--- src/cp0_pkg.sv ---
package cp0_pkg;

    localparam int data_w = 32; // CP0 word, ALU result and PC

    typedef logic [7:0] cp0_addr_t; // {rd, sel}

    // Implemented register addresses as {rd, sel}
    localparam cp0_addr_t addr_badvaddr = {5'd8, 3'd0};
    localparam cp0_addr_t addr_count    = {5'd9, 3'd0};
    localparam cp0_addr_t addr_compare  = {5'd11, 3'd0};
    localparam cp0_addr_t addr_status   = {5'd12, 3'd0};
    localparam cp0_addr_t addr_cause    = {5'd13, 3'd0};
    localparam cp0_addr_t addr_epc      = {5'd14, 3'd0};

    localparam int status_ie_pos  = 0;
    localparam int status_exl_pos = 1;
    localparam int status_erl_pos = 2;
    localparam int status_um_pos  = 4;
    localparam int status_im_lsb  = 8;
    localparam int status_im_msb  = 15;
    localparam int status_bev_pos = 22;
    localparam int status_cu0_pos = 28;

    localparam int cause_exc_lsb = 2;
    localparam int cause_exc_msb = 6;
    localparam int cause_ip_lsb  = 8;
    localparam int cause_ip_msb  = 15;
    localparam int cause_ce_lsb  = 28;
    localparam int cause_ce_msb  = 29;
    localparam int cause_ti_pos  = 30;
    localparam int cause_bd_pos  = 31;

    localparam logic [4:0] exc_code_none = 5'd31; // No exception recorded

    // Exception kinds as raised inside the pipeline
    typedef enum logic [4:0] {
        exc_none,
        exc_int,
        exc_adel,
        exc_ades,
        exc_sys,
        exc_bp,
        exc_ri,
        exc_cpu,
        exc_ov,
        exc_trap
    } exc_type_t;

    // Architectural ExcCode for Cause[6:2]
    function automatic logic [4:0] exc_code(input exc_type_t kind);
        logic [4:0] code;
        case (kind)
            exc_int:  code = 5'd0;
            exc_adel: code = 5'd4;
            exc_ades: code = 5'd5;
            exc_sys:  code = 5'd8;
            exc_bp:   code = 5'd9;
            exc_ri:   code = 5'd10;
            exc_cpu:  code = 5'd11;
            exc_ov:   code = 5'd12;
            exc_trap: code = 5'd13;
            default:  code = exc_code_none; // Includes exc_none
        endcase
        return code;
    endfunction

endpackage
--- src/cp0.sv ---
`timescale 1ns/100ps

module cp0 #(
    parameter logic [cp0_pkg::data_w-1:0] compare_reset = 32'h0001_55cc
) (
    input  logic                       clk,
    input  logic                       reset,
    input  logic                       m1s_valid,
    input  logic                       m1s_inst_mtc0,
    input  logic                       m1s_inst_eret,
    input  logic                       m1s_bd,
    input  logic                       m1s_ex,
    input  logic [4:0]                 m1s_rd,
    input  logic [2:0]                 m1s_sel,
    input  logic [cp0_pkg::data_w-1:0] m1s_alu_result,
    input  logic [cp0_pkg::data_w-1:0] m1s_pc,
    input  cp0_pkg::exc_type_t         exc_type,
    input  logic [5:0]                 ext_int,
    output logic [cp0_pkg::data_w-1:0] cp0_data,
    output logic                       eret_flush,
    output logic [cp0_pkg::data_w-1:0] epc_out,
    output logic                       status_ie,
    output logic                       status_exl,
    output logic [7:0]                 status_im,
    output logic [7:0]                 cause_ip,
    output logic                       cause_ti
);

    import cp0_pkg::*;

    logic              status_we;
    logic              cause_we;
    logic              epc_we;
    logic              count_we;
    logic              compare_we;
    logic [data_w-1:0] status_word;
    logic [data_w-1:0] cause_word;
    logic [data_w-1:0] badvaddr;
    logic [data_w-1:0] count;
    logic [data_w-1:0] compare;

    cp0_access i_access (
        .m1s_valid, .m1s_inst_mtc0, .m1s_inst_eret, .m1s_ex, .m1s_rd, .m1s_sel,
        .status_word, .cause_word, .epc(epc_out), .badvaddr, .count, .compare,
        .status_we, .cause_we, .epc_we, .count_we, .compare_we,
        .eret_flush, .cp0_data
    );

    cp0_status i_status (
        .clk, .reset, .status_we, .m1s_ex, .eret_flush, .m1s_alu_result,
        .status_word, .status_exl, .status_ie, .status_im
    );

    cp0_exception_regs i_exception_regs (
        .clk, .reset, .status_exl, .m1s_ex, .m1s_bd, .m1s_pc, .m1s_alu_result,
        .exc_type, .cause_we, .epc_we, .ext_int,
        .timer_int(cause_ti), // TI also feeds IP7
        .cause_word, .epc(epc_out), .badvaddr, .cause_ip
    );

    cp0_timer #(
        .compare_reset(compare_reset)
    ) i_timer (
        .clk, .reset, .count_we, .compare_we, .m1s_alu_result,
        .count, .compare, .timer_int(cause_ti)
    );

endmodule

--- src/cp0_timer.sv ---
`timescale 1ns/100ps

module cp0_timer #(
    parameter logic [cp0_pkg::data_w-1:0] compare_reset = 32'h0001_55cc
) (
    input  logic                       clk,
    input  logic                       reset,
    input  logic                       count_we,
    input  logic                       compare_we,
    input  logic [cp0_pkg::data_w-1:0] m1s_alu_result,
    output logic [cp0_pkg::data_w-1:0] count,
    output logic [cp0_pkg::data_w-1:0] compare,
    output logic                       timer_int
);

    import cp0_pkg::*;

    logic phase; // Half-rate enable for Count

    // Phase keeps toggling even across a Count write
    always_ff @(posedge clk) begin
        if (reset)
            phase <= 1'b0;
        else
            phase <= ~phase;
    end

    always_ff @(posedge clk) begin
        if (reset)
            count <= '0;
        else if (count_we)
            count <= m1s_alu_result;
        else if (phase)
            count <= count + 1'b1;
    end

    always_ff @(posedge clk) begin
        if (reset)
            compare <= compare_reset;
        else if (compare_we)
            compare <= m1s_alu_result;
    end

    // Compare write acknowledges the interrupt
    always_ff @(posedge clk) begin
        if (reset)
            timer_int <= 1'b0;
        else if (compare_we)
            timer_int <= 1'b0;
        else if (count == compare)
            timer_int <= 1'b1;
    end

endmodule

--- src/cp0_exception_regs.sv ---
`timescale 1ns/100ps

module cp0_exception_regs (
    input  logic                       clk,
    input  logic                       reset,
    input  logic                       status_exl,
    input  logic                       m1s_ex,
    input  logic                       m1s_bd,
    input  logic [cp0_pkg::data_w-1:0] m1s_pc,
    input  logic [cp0_pkg::data_w-1:0] m1s_alu_result,
    input  cp0_pkg::exc_type_t         exc_type,
    input  logic                       cause_we,
    input  logic                       epc_we,
    input  logic [5:0]                 ext_int,
    input  logic                       timer_int,
    output logic [cp0_pkg::data_w-1:0] cause_word,
    output logic [cp0_pkg::data_w-1:0] epc,
    output logic [cp0_pkg::data_w-1:0] badvaddr,
    output logic [7:0]                 cause_ip
);

    import cp0_pkg::*;

    logic       cause_bd;
    logic [1:0] cause_ce;
    logic [4:0] cause_exc;
    logic       first_ex; // Exception taken from normal level

    assign first_ex = m1s_ex && !status_exl;

    // BD only follows the first exception of a nest
    always_ff @(posedge clk) begin
        if (reset)
            cause_bd <= 1'b0;
        else if (first_ex)
            cause_bd <= m1s_bd;
    end

    always_ff @(posedge clk) begin
        if (reset) begin
            cause_exc <= exc_code_none;
            cause_ce  <= 2'b00;
        end else if (m1s_ex) begin
            cause_exc <= exc_code(exc_type);
            if (exc_type == exc_cpu)
                cause_ce <= 2'b01; // Only CP1 users trap here
        end
    end

    // Hardware lines sampled every cycle, timer shares IP7
    always_ff @(posedge clk) begin
        if (reset)
            cause_ip[7:2] <= '0;
        else
            cause_ip[7:2] <= {ext_int[5] | timer_int, ext_int[4:0]};
    end

    always_ff @(posedge clk) begin
        if (reset)
            cause_ip[1:0] <= '0;
        else if (cause_we)
            cause_ip[1:0] <= m1s_alu_result[cause_ip_lsb+1:cause_ip_lsb]; // Software interrupts
    end

    always_ff @(posedge clk) begin
        if (first_ex)
            epc <= m1s_bd ? m1s_pc - 32'd4 : m1s_pc; // Delay slot points at the branch
        else if (epc_we)
            epc <= m1s_alu_result;
    end

    always_ff @(posedge clk) begin
        if (m1s_ex) begin
            if (exc_type == exc_ades)
                badvaddr <= m1s_alu_result;
            else if (exc_type == exc_adel)
                badvaddr <= (|m1s_pc[1:0]) ? m1s_pc : m1s_alu_result; // Fetch or load fault
        end
    end

    always_comb begin
        cause_word                              = '0;
        cause_word[cause_bd_pos]                = cause_bd;
        cause_word[cause_ti_pos]                = timer_int;
        cause_word[cause_ce_msb:cause_ce_lsb]   = cause_ce;
        cause_word[cause_ip_msb:cause_ip_lsb]   = cause_ip;
        cause_word[cause_exc_msb:cause_exc_lsb] = cause_exc;
    end

endmodule

--- src/cp0_status.sv ---
`timescale 1ns/100ps

module cp0_status (
    input  logic                       clk,
    input  logic                       reset,
    input  logic                       status_we,
    input  logic                       m1s_ex,
    input  logic                       eret_flush,
    input  logic [cp0_pkg::data_w-1:0] m1s_alu_result,
    output logic [cp0_pkg::data_w-1:0] status_word,
    output logic                       status_exl,
    output logic                       status_ie,
    output logic [7:0]                 status_im
);

    import cp0_pkg::*;

    logic cu0;
    logic bev;
    logic um;
    logic erl;

    // Plain read/write fields
    always_ff @(posedge clk) begin
        if (reset) begin
            cu0       <= 1'b0;
            bev       <= 1'b1; // Boot vectors after reset
            status_im <= '0;
            um        <= 1'b0;
            erl       <= 1'b0;
            status_ie <= 1'b0;
        end else if (status_we) begin
            cu0       <= m1s_alu_result[status_cu0_pos];
            bev       <= m1s_alu_result[status_bev_pos];
            status_im <= m1s_alu_result[status_im_msb:status_im_lsb];
            um        <= m1s_alu_result[status_um_pos];
            erl       <= m1s_alu_result[status_erl_pos];
            status_ie <= m1s_alu_result[status_ie_pos];
        end
    end

    // Exception beats eret, eret beats mtc0
    always_ff @(posedge clk) begin
        if (reset)
            status_exl <= 1'b0;
        else if (m1s_ex)
            status_exl <= 1'b1;
        else if (eret_flush)
            status_exl <= 1'b0;
        else if (status_we)
            status_exl <= m1s_alu_result[status_exl_pos];
    end

    always_comb begin
        status_word                              = '0; // Unimplemented bits read 0
        status_word[status_cu0_pos]              = cu0;
        status_word[status_bev_pos]              = bev;
        status_word[status_im_msb:status_im_lsb] = status_im;
        status_word[status_um_pos]               = um;
        status_word[status_erl_pos]              = erl;
        status_word[status_exl_pos]              = status_exl;
        status_word[status_ie_pos]               = status_ie;
    end

endmodule

--- src/cp0_access.sv ---
`timescale 1ns/100ps

module cp0_access (
    input  logic                       m1s_valid,
    input  logic                       m1s_inst_mtc0,
    input  logic                       m1s_inst_eret,
    input  logic                       m1s_ex,
    input  logic [4:0]                 m1s_rd,
    input  logic [2:0]                 m1s_sel,
    input  logic [cp0_pkg::data_w-1:0] status_word,
    input  logic [cp0_pkg::data_w-1:0] cause_word,
    input  logic [cp0_pkg::data_w-1:0] epc,
    input  logic [cp0_pkg::data_w-1:0] badvaddr,
    input  logic [cp0_pkg::data_w-1:0] count,
    input  logic [cp0_pkg::data_w-1:0] compare,
    output logic                       status_we,
    output logic                       cause_we,
    output logic                       epc_we,
    output logic                       count_we,
    output logic                       compare_we,
    output logic                       eret_flush,
    output logic [cp0_pkg::data_w-1:0] cp0_data
);

    import cp0_pkg::*;

    cp0_addr_t addr;
    logic      mtc0_ok;

    assign addr = {m1s_rd, m1s_sel}; // Same address for mtc0 and mfc0

    // A faulting instruction must not touch CP0
    assign mtc0_ok    = m1s_valid && m1s_inst_mtc0 && !m1s_ex;
    assign eret_flush = m1s_valid && m1s_inst_eret && !m1s_ex;

    always_comb begin
        status_we  = 1'b0;
        cause_we   = 1'b0;
        epc_we     = 1'b0;
        count_we   = 1'b0;
        compare_we = 1'b0;
        if (mtc0_ok) begin
            case (addr)
                addr_status:  status_we  = 1'b1;
                addr_cause:   cause_we   = 1'b1;
                addr_epc:     epc_we     = 1'b1;
                addr_count:   count_we   = 1'b1;
                addr_compare: compare_we = 1'b1;
                default:      ; // BadVAddr is read only
            endcase
        end
    end

    // mfc0 read path, purely combinational
    always_comb begin
        case (addr)
            addr_badvaddr: cp0_data = badvaddr;
            addr_count:    cp0_data = count;
            addr_compare:  cp0_data = compare;
            addr_status:   cp0_data = status_word;
            addr_cause:    cp0_data = cause_word;
            addr_epc:      cp0_data = epc;
            default:       cp0_data = '0; // Unmapped
        endcase
    end

endmodule

--- config.mk ---
export PLATFORM = sky130hd
export DESIGN_NAME = cp0
export DESIGN_NICKNAME = d
export VERILOG_FILES = /design/src/cp0_pkg.sv /design/src/cp0.sv /design/src/cp0_timer.sv /design/src/cp0_exception_regs.sv /design/src/cp0_status.sv /design/src/cp0_access.sv
export SDC_FILE = /design/constraint.sdc
export NUM_CORES = 1
export LEC_CHECK = 0
export BUFFER_PORTS_ARGS = -buffer_cell sky130_fd_sc_hd__buf_2
export CAP_MARGIN = 20
export CORE_MARGIN = 1
export CORE_UTILIZATION = 35
export CTS_BUF_LIST = sky130_fd_sc_hd__clkbuf_4 sky130_fd_sc_hd__clkbuf_8 sky130_fd_sc_hd__clkbuf_16
export CTS_CLUSTER_DIAMETER = 40
export DETAILED_ROUTE_END_ITERATION = 6
export PLACE_DENSITY = 0.55
export SLEW_MARGIN = 30
export SYNTH_ARGS = -nofsm -noshare
export SYNTH_HDL_FRONTEND = slang
export SYNTH_SLANG_ARGS = --single-unit
--- constraint.sdc ---
create_clock -name clk -period 3.1 [get_ports clk]
set_input_delay 0.155 -clock clk [delete_from_list [all_inputs] [get_ports clk]]
set_output_delay 0.155 -clock clk [all_outputs]
set_load 0.005 [all_outputs]
After elaboration in Yosys (flattened, before gate mapping). Memories as Yosys holds them, arrays and structs flattened. Cells that the tools add are included. W data, S select, Z words.

Input bits: 90. Memory bits (read-only): 80. Bits in registers: 159. Output and inout port bits: 84. Memories kept: 1.

Eq/ne operators: 10. Add/sub/neg operators: 2. Reduce and logical (&&, ||, !) cells: 15. Bitwise operators: 2. Muxes and demuxes: 23.

Memories: (name not given) (depth 16, width 5, rd ports 1, clocked after Yosys merged registers in 0, wr ports 0, RTL line cp0_pkg.sv:52) `case (kind)`.

Operators with widths (count): $mux W32 (8); $pmux W32 S6 (1); $eq A8 B7 Y1 const B (6); $add A32 B1 Y32 const B (1); $eq A32 B32 Y1 (1); $sub A32 B3 Y32 const B (1); $mux W1 (13); $eq A5 B2 Y1 const B (2); $reduce_bool A2 Y1 (3); $eq A5 B3 Y1 const B (1); $logic_and A1 B1 Y1 (5); $mux W5 (1); $reduce_and A2 Y1 (2); $reduce_or A2 Y1 (2); $reduce_bool A3 Y1 (1); $logic_not A1 Y1 (2); $not A1 Y1 (1); $or A1 B1 Y1 (1).

Longest topological paths before layout. Gate-level depths: netlist of the first run.

Depth in word-level cells: 6. Depth in mapped cells: 8. Gate-level depth less buffers: 7.

Cells and area by module. From an unflattened synthesis of the first run, not the netlist that was laid out.

Cells, all modules: 1040. Area, all modules: 10144.7 um^2.

By module, submodules not included: cp0_exception_regs (seq. area each 2222.1 um^2, cells each 374, instances 1, area each 4245.3 um^2); cp0_timer (seq. area each 1321.3 um^2, cells each 382, instances 1, area each 3510.9 um^2); cp0_access (seq. area each 0.0 um^2, cells each 205, instances 1, area each 1624.1 um^2); cp0_status (seq. area each 280.3 um^2, cells each 79, instances 1, area each 764.5 um^2).

Worst setup path before layout of the first run. No wires, ideal clock.

Path kind: input to register. From: input m1s_sel[1]. To: register i_exception_regs.epc[0] (netlist name) (enable). Library setup time: 389 ps. Stages on the path: 6. Slack: 621 ps. Arrival: 2090 ps. Path through: nor3_1 -> and4_1 -> clkbuf_1 -> buf_1 -> nand2_1 -> nand2_1.

Word-level cells in the longest chain between the ends: 4.

RTL lines: start, declared (RTL line cp0.sv:14) `input logic [2:0] m1s_sel,`; $eq A8 B7 Y1 (RTL line cp0_access.sv:43) `case (addr)`; $mux W1 (RTL line cp0_access.sv:43); $mux W1 (RTL line cp0_access.sv:42) `if (mtc0_ok) begin`; $reduce_bool A2 Y1 (no line); end signal, assigned (RTL line cp0_exception_regs.sv:67) `epc <= m1s_bd ? m1s_pc - 32'd4 : m1s_pc;`; end signal, assigned (RTL line cp0_exception_regs.sv:69) `epc <= m1s_alu_result;`; end, declared (RTL line cp0_exception_regs.sv:17) `output logic [cp0_pkg::data_w-1:0] epc,`.

No other way between the ends. A chain may end at the register's enable or synchronous reset.

Final worst setup path of the first run.
From: input m1s_rd[1]. To: output cp0_data[7] (netlist name).

Word-level cells in the longest chain between the ends: 2.

RTL lines: start, declared (RTL line cp0.sv:13) `input logic [4:0] m1s_rd,`; $eq A8 B7 Y1 (RTL line cp0_access.sv:56) `case (addr)`; $pmux W32 S6 (*) (RTL line cp0_access.sv:56); end, declared (RTL line cp0.sv:19) `output logic [cp0_pkg::data_w-1:0] cp0_data,`.

Every way passes the cells marked *; elsewhere a longest branch is shown, timed or not.

==> results of run 1 <==
cells by family after synthesis:
group / count (synthesis)
simple gates: 368
compound gates: 199
flops: 159
xor+xnor: 89
buf+inv: 84
mux: 68
fa+ha+maj: 7
worst max-delay path: stages:
cell and delay (ps):
buf_2 130, buf_4 250, nor4b_2 340, and3_1 530
buf_4 300, a22oi_1 80, o21ai_0 120, buf_2 170
state kept, by name, indices dropped and copies added (netlist names):
name / flops
i_exception_regs.badvaddr: 32
i_exception_regs.epc: 32
i_timer.compare: 32
i_timer.count: 32
i_exception_regs.cause_ip: 8
i_status.status_im: 8
i_exception_regs.cause_exc: 5
i_exception_regs.cause_bd: 1
i_exception_regs.cause_ce: 1
i_status.bev: 1
i_status.cu0: 1
i_status.erl: 1
i_status.status_exl: 1
i_status.status_ie: 1
i_status.um: 1
i_timer.phase: 1
i_timer.timer_int: 1
final cells by class:
type                    count  area share [%]
inverters                   7           0.243
clock buffers              21            4.26
clock inverters            11            1.29
multi-input cells         731            43.3
diodes                      2          0.0462
well taps                 324            3.74
flip-flops and latches    159            35.3
repair buffers            220            11.8
layer usage:
layer  global-route usage (%)  wire (um)  vias up
met1                     33.2      14100     3835
met4                     5.83        444        0
met5                        0          0        -
met3                     4.11       2070       28
li1                         -          -     3835
met2                     36.9      13800      302
power groups by stage:
stage | Sequential, mW | Combinational [mW] | Clock [mW]
6_report | 2.28 | 0.480 | 2.19
3_3_place_gp | 2.33 | 0.465 | 0
2_1_floorplan | 2.31 | 0.240 | 0
3_5_place_dp | 2.32 | 0.467 | 0
5_1_grt | 2.28 | 0.523 | 2.31
4_1_cts | 2.28 | 0.481 | 2.21
placed cells by master (no fill, tap or decap), types with 16 or more instances in the layout:
| cell | instances |
|---|---|
| buf_4 | 33 |
| xnor2_1 | 59 |
| mux2i_1 | 21 |
| dfxtp_1 | 95 |
| nor4_1 | 18 |
| a22oi_1 | 57 |
| a211oi_1 | 30 |
| clkbuf_16 | 17 |
| xor2_1 | 30 |
| nand4_1 | 27 |
| mux2_2 | 47 |
| nor2_1 | 85 |
| o21ai_0 | 48 |
| nor3_1 | 16 |
| buf_2 | 173 |
| edfxtp_1 | 64 |
| nand2_1 | 140 |
| a21oi_1 | 42 |
worst max path at each step:
stage	slack, ps	from	cells after the start	to
final	860	m1s_rd[1]	8	cp0_data[7]
after global routing	750	m1s_rd[1]	8	cp0_data[7]
after detailed placement	790	m1s_pc[15]	5	i_exception_regs.epc[31]$_DFFE_PP_
after CTS	860	m1s_rd[1]	8	cp0_data[7]
after floorplan	620	m1s_sel[1]	6	i_exception_regs.epc[0]$_DFFE_PP_
after global placement	780	m1s_pc[15]	5	i_exception_regs.epc[31]$_DFFE_PP_
per-stage QoR:
stage                     std cells  setup WS (ps)
final                          1475            861
after floorplan                 974            621
after detailed placement       1429            787
after global placement         1429            781
after global routing           1473            755
after CTS                      1473            859
==> results_dict.tcl, run 1 <==
set metrics [dict create \
    synth-compound-area-share_pct 14.4 \
    async_flop_share_pct 0 \
    wl_per_cell_um 20.6 \
    synthTopCellsByArea "edfxtp_1 (22%), dfxtp_1 (21%), mux2_2 (5.9%), nand2_1 (5.9%), xnor2_1 (5.8%)" \
    period_minus_slack_ps 2240 \
    synth_nets 1071 \
    drive_above_1_share_pct 25.7 \
    fin_area_sq_um 10800 \
    grt_pass1_wl_mm 45.9 \
    io_pins 174 \
    syn2layout_area_growth_pct 21.7 \
    status "completed" \
    swShare_pct 24.1 \
    seq_power_share_pct 46.1 \
    cap_violations 0 \
    cts_setup_buffers 0 \
    setup_tns_ps 0 \
    clock_path_buffers 2 \
    wl_mm 30.4 \
    min_path_cells 3 \
    multi_input_area_sq_um 4690 \
    hold_class "in2reg" \
    overflow 0 \
    avgSynthCellArea_sq_um 9.14 \
    powerDensity_nw_per_um2 457 \
    firstDrtPassIters 5 \
    dieArea_sq_um 26100 \
    num_vias 8000 \
    cts_buffers 17 \
    hold_viol_final 0 \
    synth_edf_count 64 \
    fin_crit_sh_pct 72.2 \
    p_leak_nw 4.16 \
    hold_buffers 12 \
    synth_flop_cell "dfxtp_1" \
    place_congestion 0.870 \
    yosysMostFrequentCell "nand2_1" \
    fin_util_pct 44.0 \
    yosys.cell_types.count 56 \
    drv_slew 0 \
    ant_nets 0 \
    coreArea_sq_um 24600 \
    clkTransAtPathRegs_ps 70 \
    clock_skew_ps 12.3 \
    fin_nets 1233 \
    avgViaCountPerCell 5.42 \
    rr_worst_depth 5 \
    antenna_found_initial 0 \
    finalPower_mw 4.94 \
    synth_top_area_share_pct 21.6 \
    grt_pass1_vias 7565 \
    r2r_setup_slack_ps 920 \
    numPortBuffers 173 \
    min-delay-start "m1s_alu_result[25]" \
    startpoint_type "input pin" \
    max_slew.worst_pin.slew_ps 722 \
    cp.arrival_ps 2080 \
    drc_errors 0 \
    dp_hpwl_mm 22.4 \
    peakVddDrop_mv 0.300 \
    track_usage_pct 23.5 \
    finalSetupViolCount 0 \
    yosysWarnings 0 \
    cts_root_buffer "clkbuf_16" \
    cts.sinks 159 \
    grt_max_degree 38 \
    worst_r2r_startpoint "i_timer.count[6]$_SDFFE_PP0P_" \
    p_int_mw 3.75 \
    slew_headroom_pct 51.4 \
    path_class "in2out" \
    pwr-share-clk_pct 44.2 \
    whs_ps 14.1 \
    synth_top_area_cell "edfxtp_1" \
    cts_tree "done" \
    yosys.area_share.simple_pct 20.1 \
    power_switching_mw 1.19 \
    synthMuxAreaShare_pct 8.31 \
    cp-end-kind "primary output" \
    cp_max_fo 20 \
    ys_ff_latch 159 \
    start_util_pct 36.2 \
    clock_latency_ps 430 \
    r2r-end "i_timer.count[31]$_SDFFE_PP0P_" \
    synthAdderAreaFrac_pct 0.984 \
    synthXorXnorAreaFrac_pct 8.76 \
    synth_common_cells "nand2_1 (140), dfxtp_1 (95), nor2_1 (85)" \
    synth_top_family_by_area "simple AND/OR/NAND/NOR gates" \
    rows 57 \
    cts.repair.resized 0 \
    die_h_um 161 \
    max_freq_mhz 447 \
    nFillCells 2490 \
    ys_seq_area_share_pct 43.0 \
    synth_area_sq_um 8900 \
    dieWidth_um 161 \
    drt_iter0_drc 718 \
    h-tree-depth 4 \
    hold_end "i_timer.compare[25]$_SDFFE_PP0P_" \
    required_ps 2940 \
    place_area_sq_um 10100 \
    ff_latch_area_sq_um 3820 \
    rsz0062_at_grt "false" \
    pwr-share-comb_pct 9.7 \
    netlist_instances 974 \
]
No activity file was read; power rests on OpenSTA's default activity.
==> run 2: changes to the inputs <==
Settings changed: PLACE_DENSITY 0.55 to 0.57.
Clock period 3.1 ns to 1.9 ns, I/O delays scaled along.
==> run 2 against run 1 <==
  * Non-clock buffer count up 90
  * Via count up 4.2%
  * Clock power up 63%
  * Total power up 65%
  * Clock-buffer cell count unchanged
  * Combinational power up 83%
  * Sequential power up 63%
  * Sequential share of layout area down 2.6 points
  * Utilization up 3.5 points
  * Die area unchanged
==> results_dict.tcl, run 2 (same netlist as run 1, synthesis figures left out) <==
set metrics [dict create \
    seq_power_share_pct 45.6 \
    firstDrtPassIters 5 \
    cp.arrival_ps 2150 \
    diodes 0 \
    num_vias 8336 \
    cpMostUsedCell "and4_2" \
    max_freq_mhz 554 \
    track_usage_pct 23.9 \
    slowest_delay_ps 410 \
    power_switching_mw 1.97 \
    pwr-share-comb_pct 10.8 \
    swShare_pct 24.2 \
    cp_slowest_cell "or3_1" \
    whs_ps 16.5 \
    peakVddDrop_mv 0.476 \
    drive_above_1_share_pct 29.3 \
    clkTransAtPathRegs_ps 70 \
    p_leak_nw 4.61 \
    place_ws_ps -215 \
    clock_latency_ps 430 \
    required_ps 2240 \
    setup_slack_ps 93.5 \
    r2r-end "i_timer.count[31]$_SDFFE_PP0P_" \
    rows 57 \
    max_slew.worst_pin.slew_ps 497 \
    final_cells 1563 \
    start_util_pct 36.2 \
    drv_slew 0 \
    cp-end-kind "flip-flop" \
    h-tree-depth 4 \
    io_pins 174 \
    numPortBuffers 173 \
    slew_headroom_pct 66.5 \
    hold_class "in2reg" \
    dpl.cell_count 1487 \
    powerDensity_nw_per_um2 697 \
    cts_root_buffer "clkbuf_16" \
    grt_pass1_wl_mm 47.2 \
    cp_max_fo 4 \
    wl_per_cell_um 19.8 \
    pwr-share-clk_pct 43.6 \
    drt_iter0_drc 689 \
    cp_num_buf_inv 0 \
    cts_buffers 17 \
    drc_errors 0 \
    coreArea_sq_um 24600 \
    syn2layout_area_growth_pct 31.4 \
    p_int_mw 6.18 \
    dieWidth_um 161 \
    grt_max_degree 42 \
    path_class "reg2reg" \
    finalSetupViolCount 0 \
    crit_cells 5 \
    status "completed" \
    dp_hpwl_mm 22.4 \
    setup_tns_ps 0 \
    grt_pass1_vias 8099 \
    clock_skew_ps 11.2 \
    critPathCapture "i_timer.count[31]$_SDFFE_PP0P_" \
    worst_r2r_startpoint "i_timer.count[12]$_SDFFE_PP0P_" \
    r2r_setup_slack_ps 90 \
    avgViaCountPerCell 5.33 \
    layout_commonest_cell "buf_2" \
    fin_nets 1323 \
    place_congestion 0.872 \
    fin_crit_sh_pct 95.1 \
    cap_violations 0 \
    die_h_um 161 \
    final_cell_mix "buf_2 (173), nand2_1 (139), dfxtp_1 (90), nor2_1 (85), buf_4 (85)" \
    cts.sinks 159 \
    hold_viol_final 0 \
    rsz0062_at_grt "false" \
    crit_path_start "i_timer.count[12]$_SDFFE_PP0P_" \
    fin_util_pct 47.5 \
    wl_mm 31.0 \
    rr_worst_depth 5 \
    overflow 0 \
    period_minus_slack_ps 1810 \
    clock_path_buffers 2 \
    cts_tree "done" \
    ant_nets 0 \
    crit_path_cell_trace "and4_2 -> and4_2 -> nand4_1 -> or3_1 -> a311oi_2" \
    crit_family "simple AND/OR/NAND/NOR gates" \
    antenna_found_initial 3 \
    dieArea_sq_um 26100 \
    startpoint_type "flip-flop" \
]
[run 2: worst min-delay path by stage]
stage                    start                                      end  cells past startpoint
floorplan           ext_int[5]  i_exception_regs.cause_ip[7]$_SDFF_PP0_                      2
global placement    ext_int[4]  i_exception_regs.cause_ip[6]$_SDFF_PP0_                      2
detailed placement  ext_int[3]  i_exception_regs.cause_ip[5]$_SDFF_PP0_                      2
CTS                 m1s_pc[31]  i_exception_regs.badvaddr[31]$_DFFE_PP_                      2
global route        m1s_pc[31]  i_exception_regs.badvaddr[31]$_DFFE_PP_                      2
finish              m1s_pc[31]  i_exception_regs.badvaddr[31]$_DFFE_PP_                      2
[run 2: per-stage QoR]
step	power (mW)	instance area, sq um
finish	8.15	11700
global route	8.41	11700
CTS	8.18	11700
detailed placement	4.60	10600
global placement	4.59	10600
floorplan	4.17	8920
[run 2: routing by layer]
layer,global-route usage [%],wire [um],vias to the layer above
li1,-,-,4020
met1,33.2,14200,3947
met2,37.8,14000,324
met3,4.08,2160,45
met4,7.20,648,0
met5,0,0,-
[run 2: power groups by stage]
stage / Sequential [mW] / Clock, mW / Combinational [mW]
2_1_floorplan: 3.77 / 0 / 0.395
3_3_place_gp: 3.79 / 0 / 0.797
3_5_place_dp: 3.79 / 0 / 0.806
4_1_cts: 3.72 / 3.59 / 0.878
5_1_grt: 3.73 / 3.73 / 0.957
6_report: 3.72 / 3.56 / 0.877
[run 2: final cells by class]
type	count	area, sq um
flip-flops and latches	159	3830
clock buffers	21	455
multi-input cells	731	4720
inverters	7	26.3
fillers	2404	12900
clock inverters	11	143
well taps	324	405
repair buffers	310	2110
[run 2: repair_timing]
| action | 4_1_cts | 5_1_grt |
|---|---|---|
| hold endpoints to repair | 74 | 0 |
| buffers inserted | 0 | 1 |
| endpoints found under the setup margin | 0 | 5 |
| hold buffers | 43 | 0 |
| gates resized for setup | 0 | 8 |
==> run 3: changes to the inputs <==
Settings changed: CELL_PAD_IN_SITES_DETAIL_PLACEMENT from default to 1, CELL_PAD_IN_SITES_GLOBAL_PLACEMENT from default to 1, PLACE_DENSITY 0.57 to 0.69.
Clock period 1.9 ns to 1.76 ns, I/O delays scaled along.
==> run 3 against run 2 <==
  * Critical path depth shrank 1
  * Critical endpoint is now cp0_data[28]
  * Global-route usage grew 2.4 points
  * Clock power up 9.6%
  * Die area stayed put
==> results_dict.tcl, run 3 (same netlist as run 1, synthesis figures left out) <==
set metrics [dict create \
    fin_area_sq_um 12000 \
    dieWidth_um 161 \
    fin_util_pct 48.8 \
    status "completed" \
    peakVddDrop_mv 0.546 \
    antenna_found_initial 0 \
    grt_pass1_vias 8855 \
    track_usage_pct 26.3 \
    wl_per_cell_um 21.3 \
    clock_path_buffers 2 \
    overflow 0 \
    startpoint_type "flip-flop" \
    cp.arrival_ps 1670 \
    place_area_sq_um 10900 \
    drc_errors 0 \
    slowest_delay_ps 420 \
    cp-end-kind "primary output" \
    cts.sinks 159 \
    dieArea_sq_um 26100 \
    grt_max_degree 65 \
    path_class "reg2out" \
    io_pins 174 \
    numPortBuffers 173 \
    cap_violations 0 \
    nFillCells 2886 \
    place_congestion 0.895 \
    diodes 0 \
    wl_mm 33.9 \
    cts_tree "done" \
    drt_iter0_drc 504 \
    cts_root_buffer "clkbuf_16" \
    drv_slew 0 \
    rsz0062_at_grt "true" \
    clock_skew_ps 8.72 \
    slew_headroom_pct 55.5 \
    required_ps 1670 \
    grt_pass1_wl_mm 52.0 \
    drive_above_1_share_pct 31.7 \
    coreArea_sq_um 24600 \
    powerDensity_nw_per_um2 745 \
    hold_class "in2reg" \
    firstDrtPassIters 5 \
    finalSetupViolCount 0 \
    p_leak_nw 4.80 \
    start_util_pct 36.2 \
    crit_family "flip-flops" \
    hold_viol_final 0 \
    clock_latency_ps 430 \
    cp_num_buf_inv 1 \
    die_h_um 161 \
    num_vias 8705 \
    fin_crit_sh_pct 100 \
    crit_path_cell_trace "mux2_4 -> o2bb2ai_2 -> a221o_1 -> buf_2" \
    multi_input_area_sq_um 4790 \
    ant_nets 0 \
    max_freq_mhz 568 \
    cp_max_fo 2 \
    rows 57 \
    avgViaCountPerCell 5.48 \
    fin_nets 1348 \
    syn2layout_area_growth_pct 34.9 \
    dp_hpwl_mm 24.5 \
    period_minus_slack_ps 1760 \
    final_cell_mix "buf_2 (173), nand2_1 (139), buf_4 (107), dfxtp_1 (89), nor2_1 (84)" \
    max_slew.worst_pin.slew_ps 668 \
    cts_buffers 17 \
    layout_commonest_cell "buf_2" \
    cp_slowest_cell "edfxtp_1" \
    clkTransAtPathRegs_ps 70 \
    h-tree-depth 4 \
    ff_latch_area_sq_um 3840 \
]
[run 3: cell count changes in the layout (fill, tap and decap cells not counted), sizes merged]
| cell | previous run | this run |
|---|---|---|
| dlygate4sd3 | 43 | 42 |
| inv | 7 | 9 |
| clkbuf | 21 | 19 |
| buf | 267 | 293 |
[run 3: timing repair]
action,4_1_cts,5_1_grt
gates resized for setup,2,23
endpoints found under the setup margin,5,22
hold endpoints to repair,84,0
hold buffers,42,0
buffers inserted,3,1
pin swaps,1,4
[run 3: final timing paths]
kind / startpoint / to / slack [ps] / cells past startpoint
setup reg to reg: i_timer.count[20]$_SDFFE_PP0P_ / i_timer.count[31]$_SDFFE_PP0P_ / 80 / 5
hold reg to reg: i_exception_regs.cause_exc[4]$_SDFFE_PP1P_ / i_exception_regs.cause_exc[4]$_SDFFE_PP1P_ / 470 / 1
hold / removal: m1s_inst_eret / i_status.status_exl$_SDFFE_PP0P_ / 20 / 4
setup / recovery: i_exception_regs.epc[28]$_DFFE_PP_ / cp0_data[28] / 0.4 / 4
[run 3: final cells by class]
type | instances | share of cell area [%]
Clock buffer | 19 | 3.72
Clock inverter | 13 | 1.35
Inverter | 7 | 0.219
Multi-Input combinational cell | 731 | 39.9
Sequential cell | 159 | 32.0
Tap cell | 324 | 3.38
Timing Repair Buffer | 335 | 19.5
[run 3: metrics by stage]
| step | TNS, ps | setup WS, ps | total power, mW | hold slack [ps] | cells |
|---|---|---|---|---|---|
| after global placement | -937 | -251 | 5.00 | 296 | 1510 |
| after global routing | -53.1 | -53.1 | 9.20 | 28.1 | 1588 |
| after floorplan | -51.8 | -51.8 | 4.50 | 204 | 974 |
| after detailed placement | -1330 | -281 | 5.03 | 301 | 1510 |
| final | 0 | 0.375 | 8.94 | 16.2 | 1588 |
| after CTS | -22.8 | -22.8 | 8.96 | 3.38 | 1587 |
[run 3: power by group]
part	switching [mW]	total [mW]	internal (mW)
clock	1.61	3.90	2.29
sequential	0.0642	4.01	3.95
combinational	0.540	1.02	0.484
total	2.22	8.94	6.72
[run 3: worst min-delay path: stages]
cell and delay, ps:
buf_2 100, nand2_1 80, a21oi_1 70, nor2_1 80
[run 3: routing by layer]
metal	GRT usage, %	routed length, um	vias up
met2	45.0	16700	242
met1	34.6	15000	4362
met3	3.16	1600	38
met4	7.63	589	0
li1	-	-	4063
met5	0	0	-
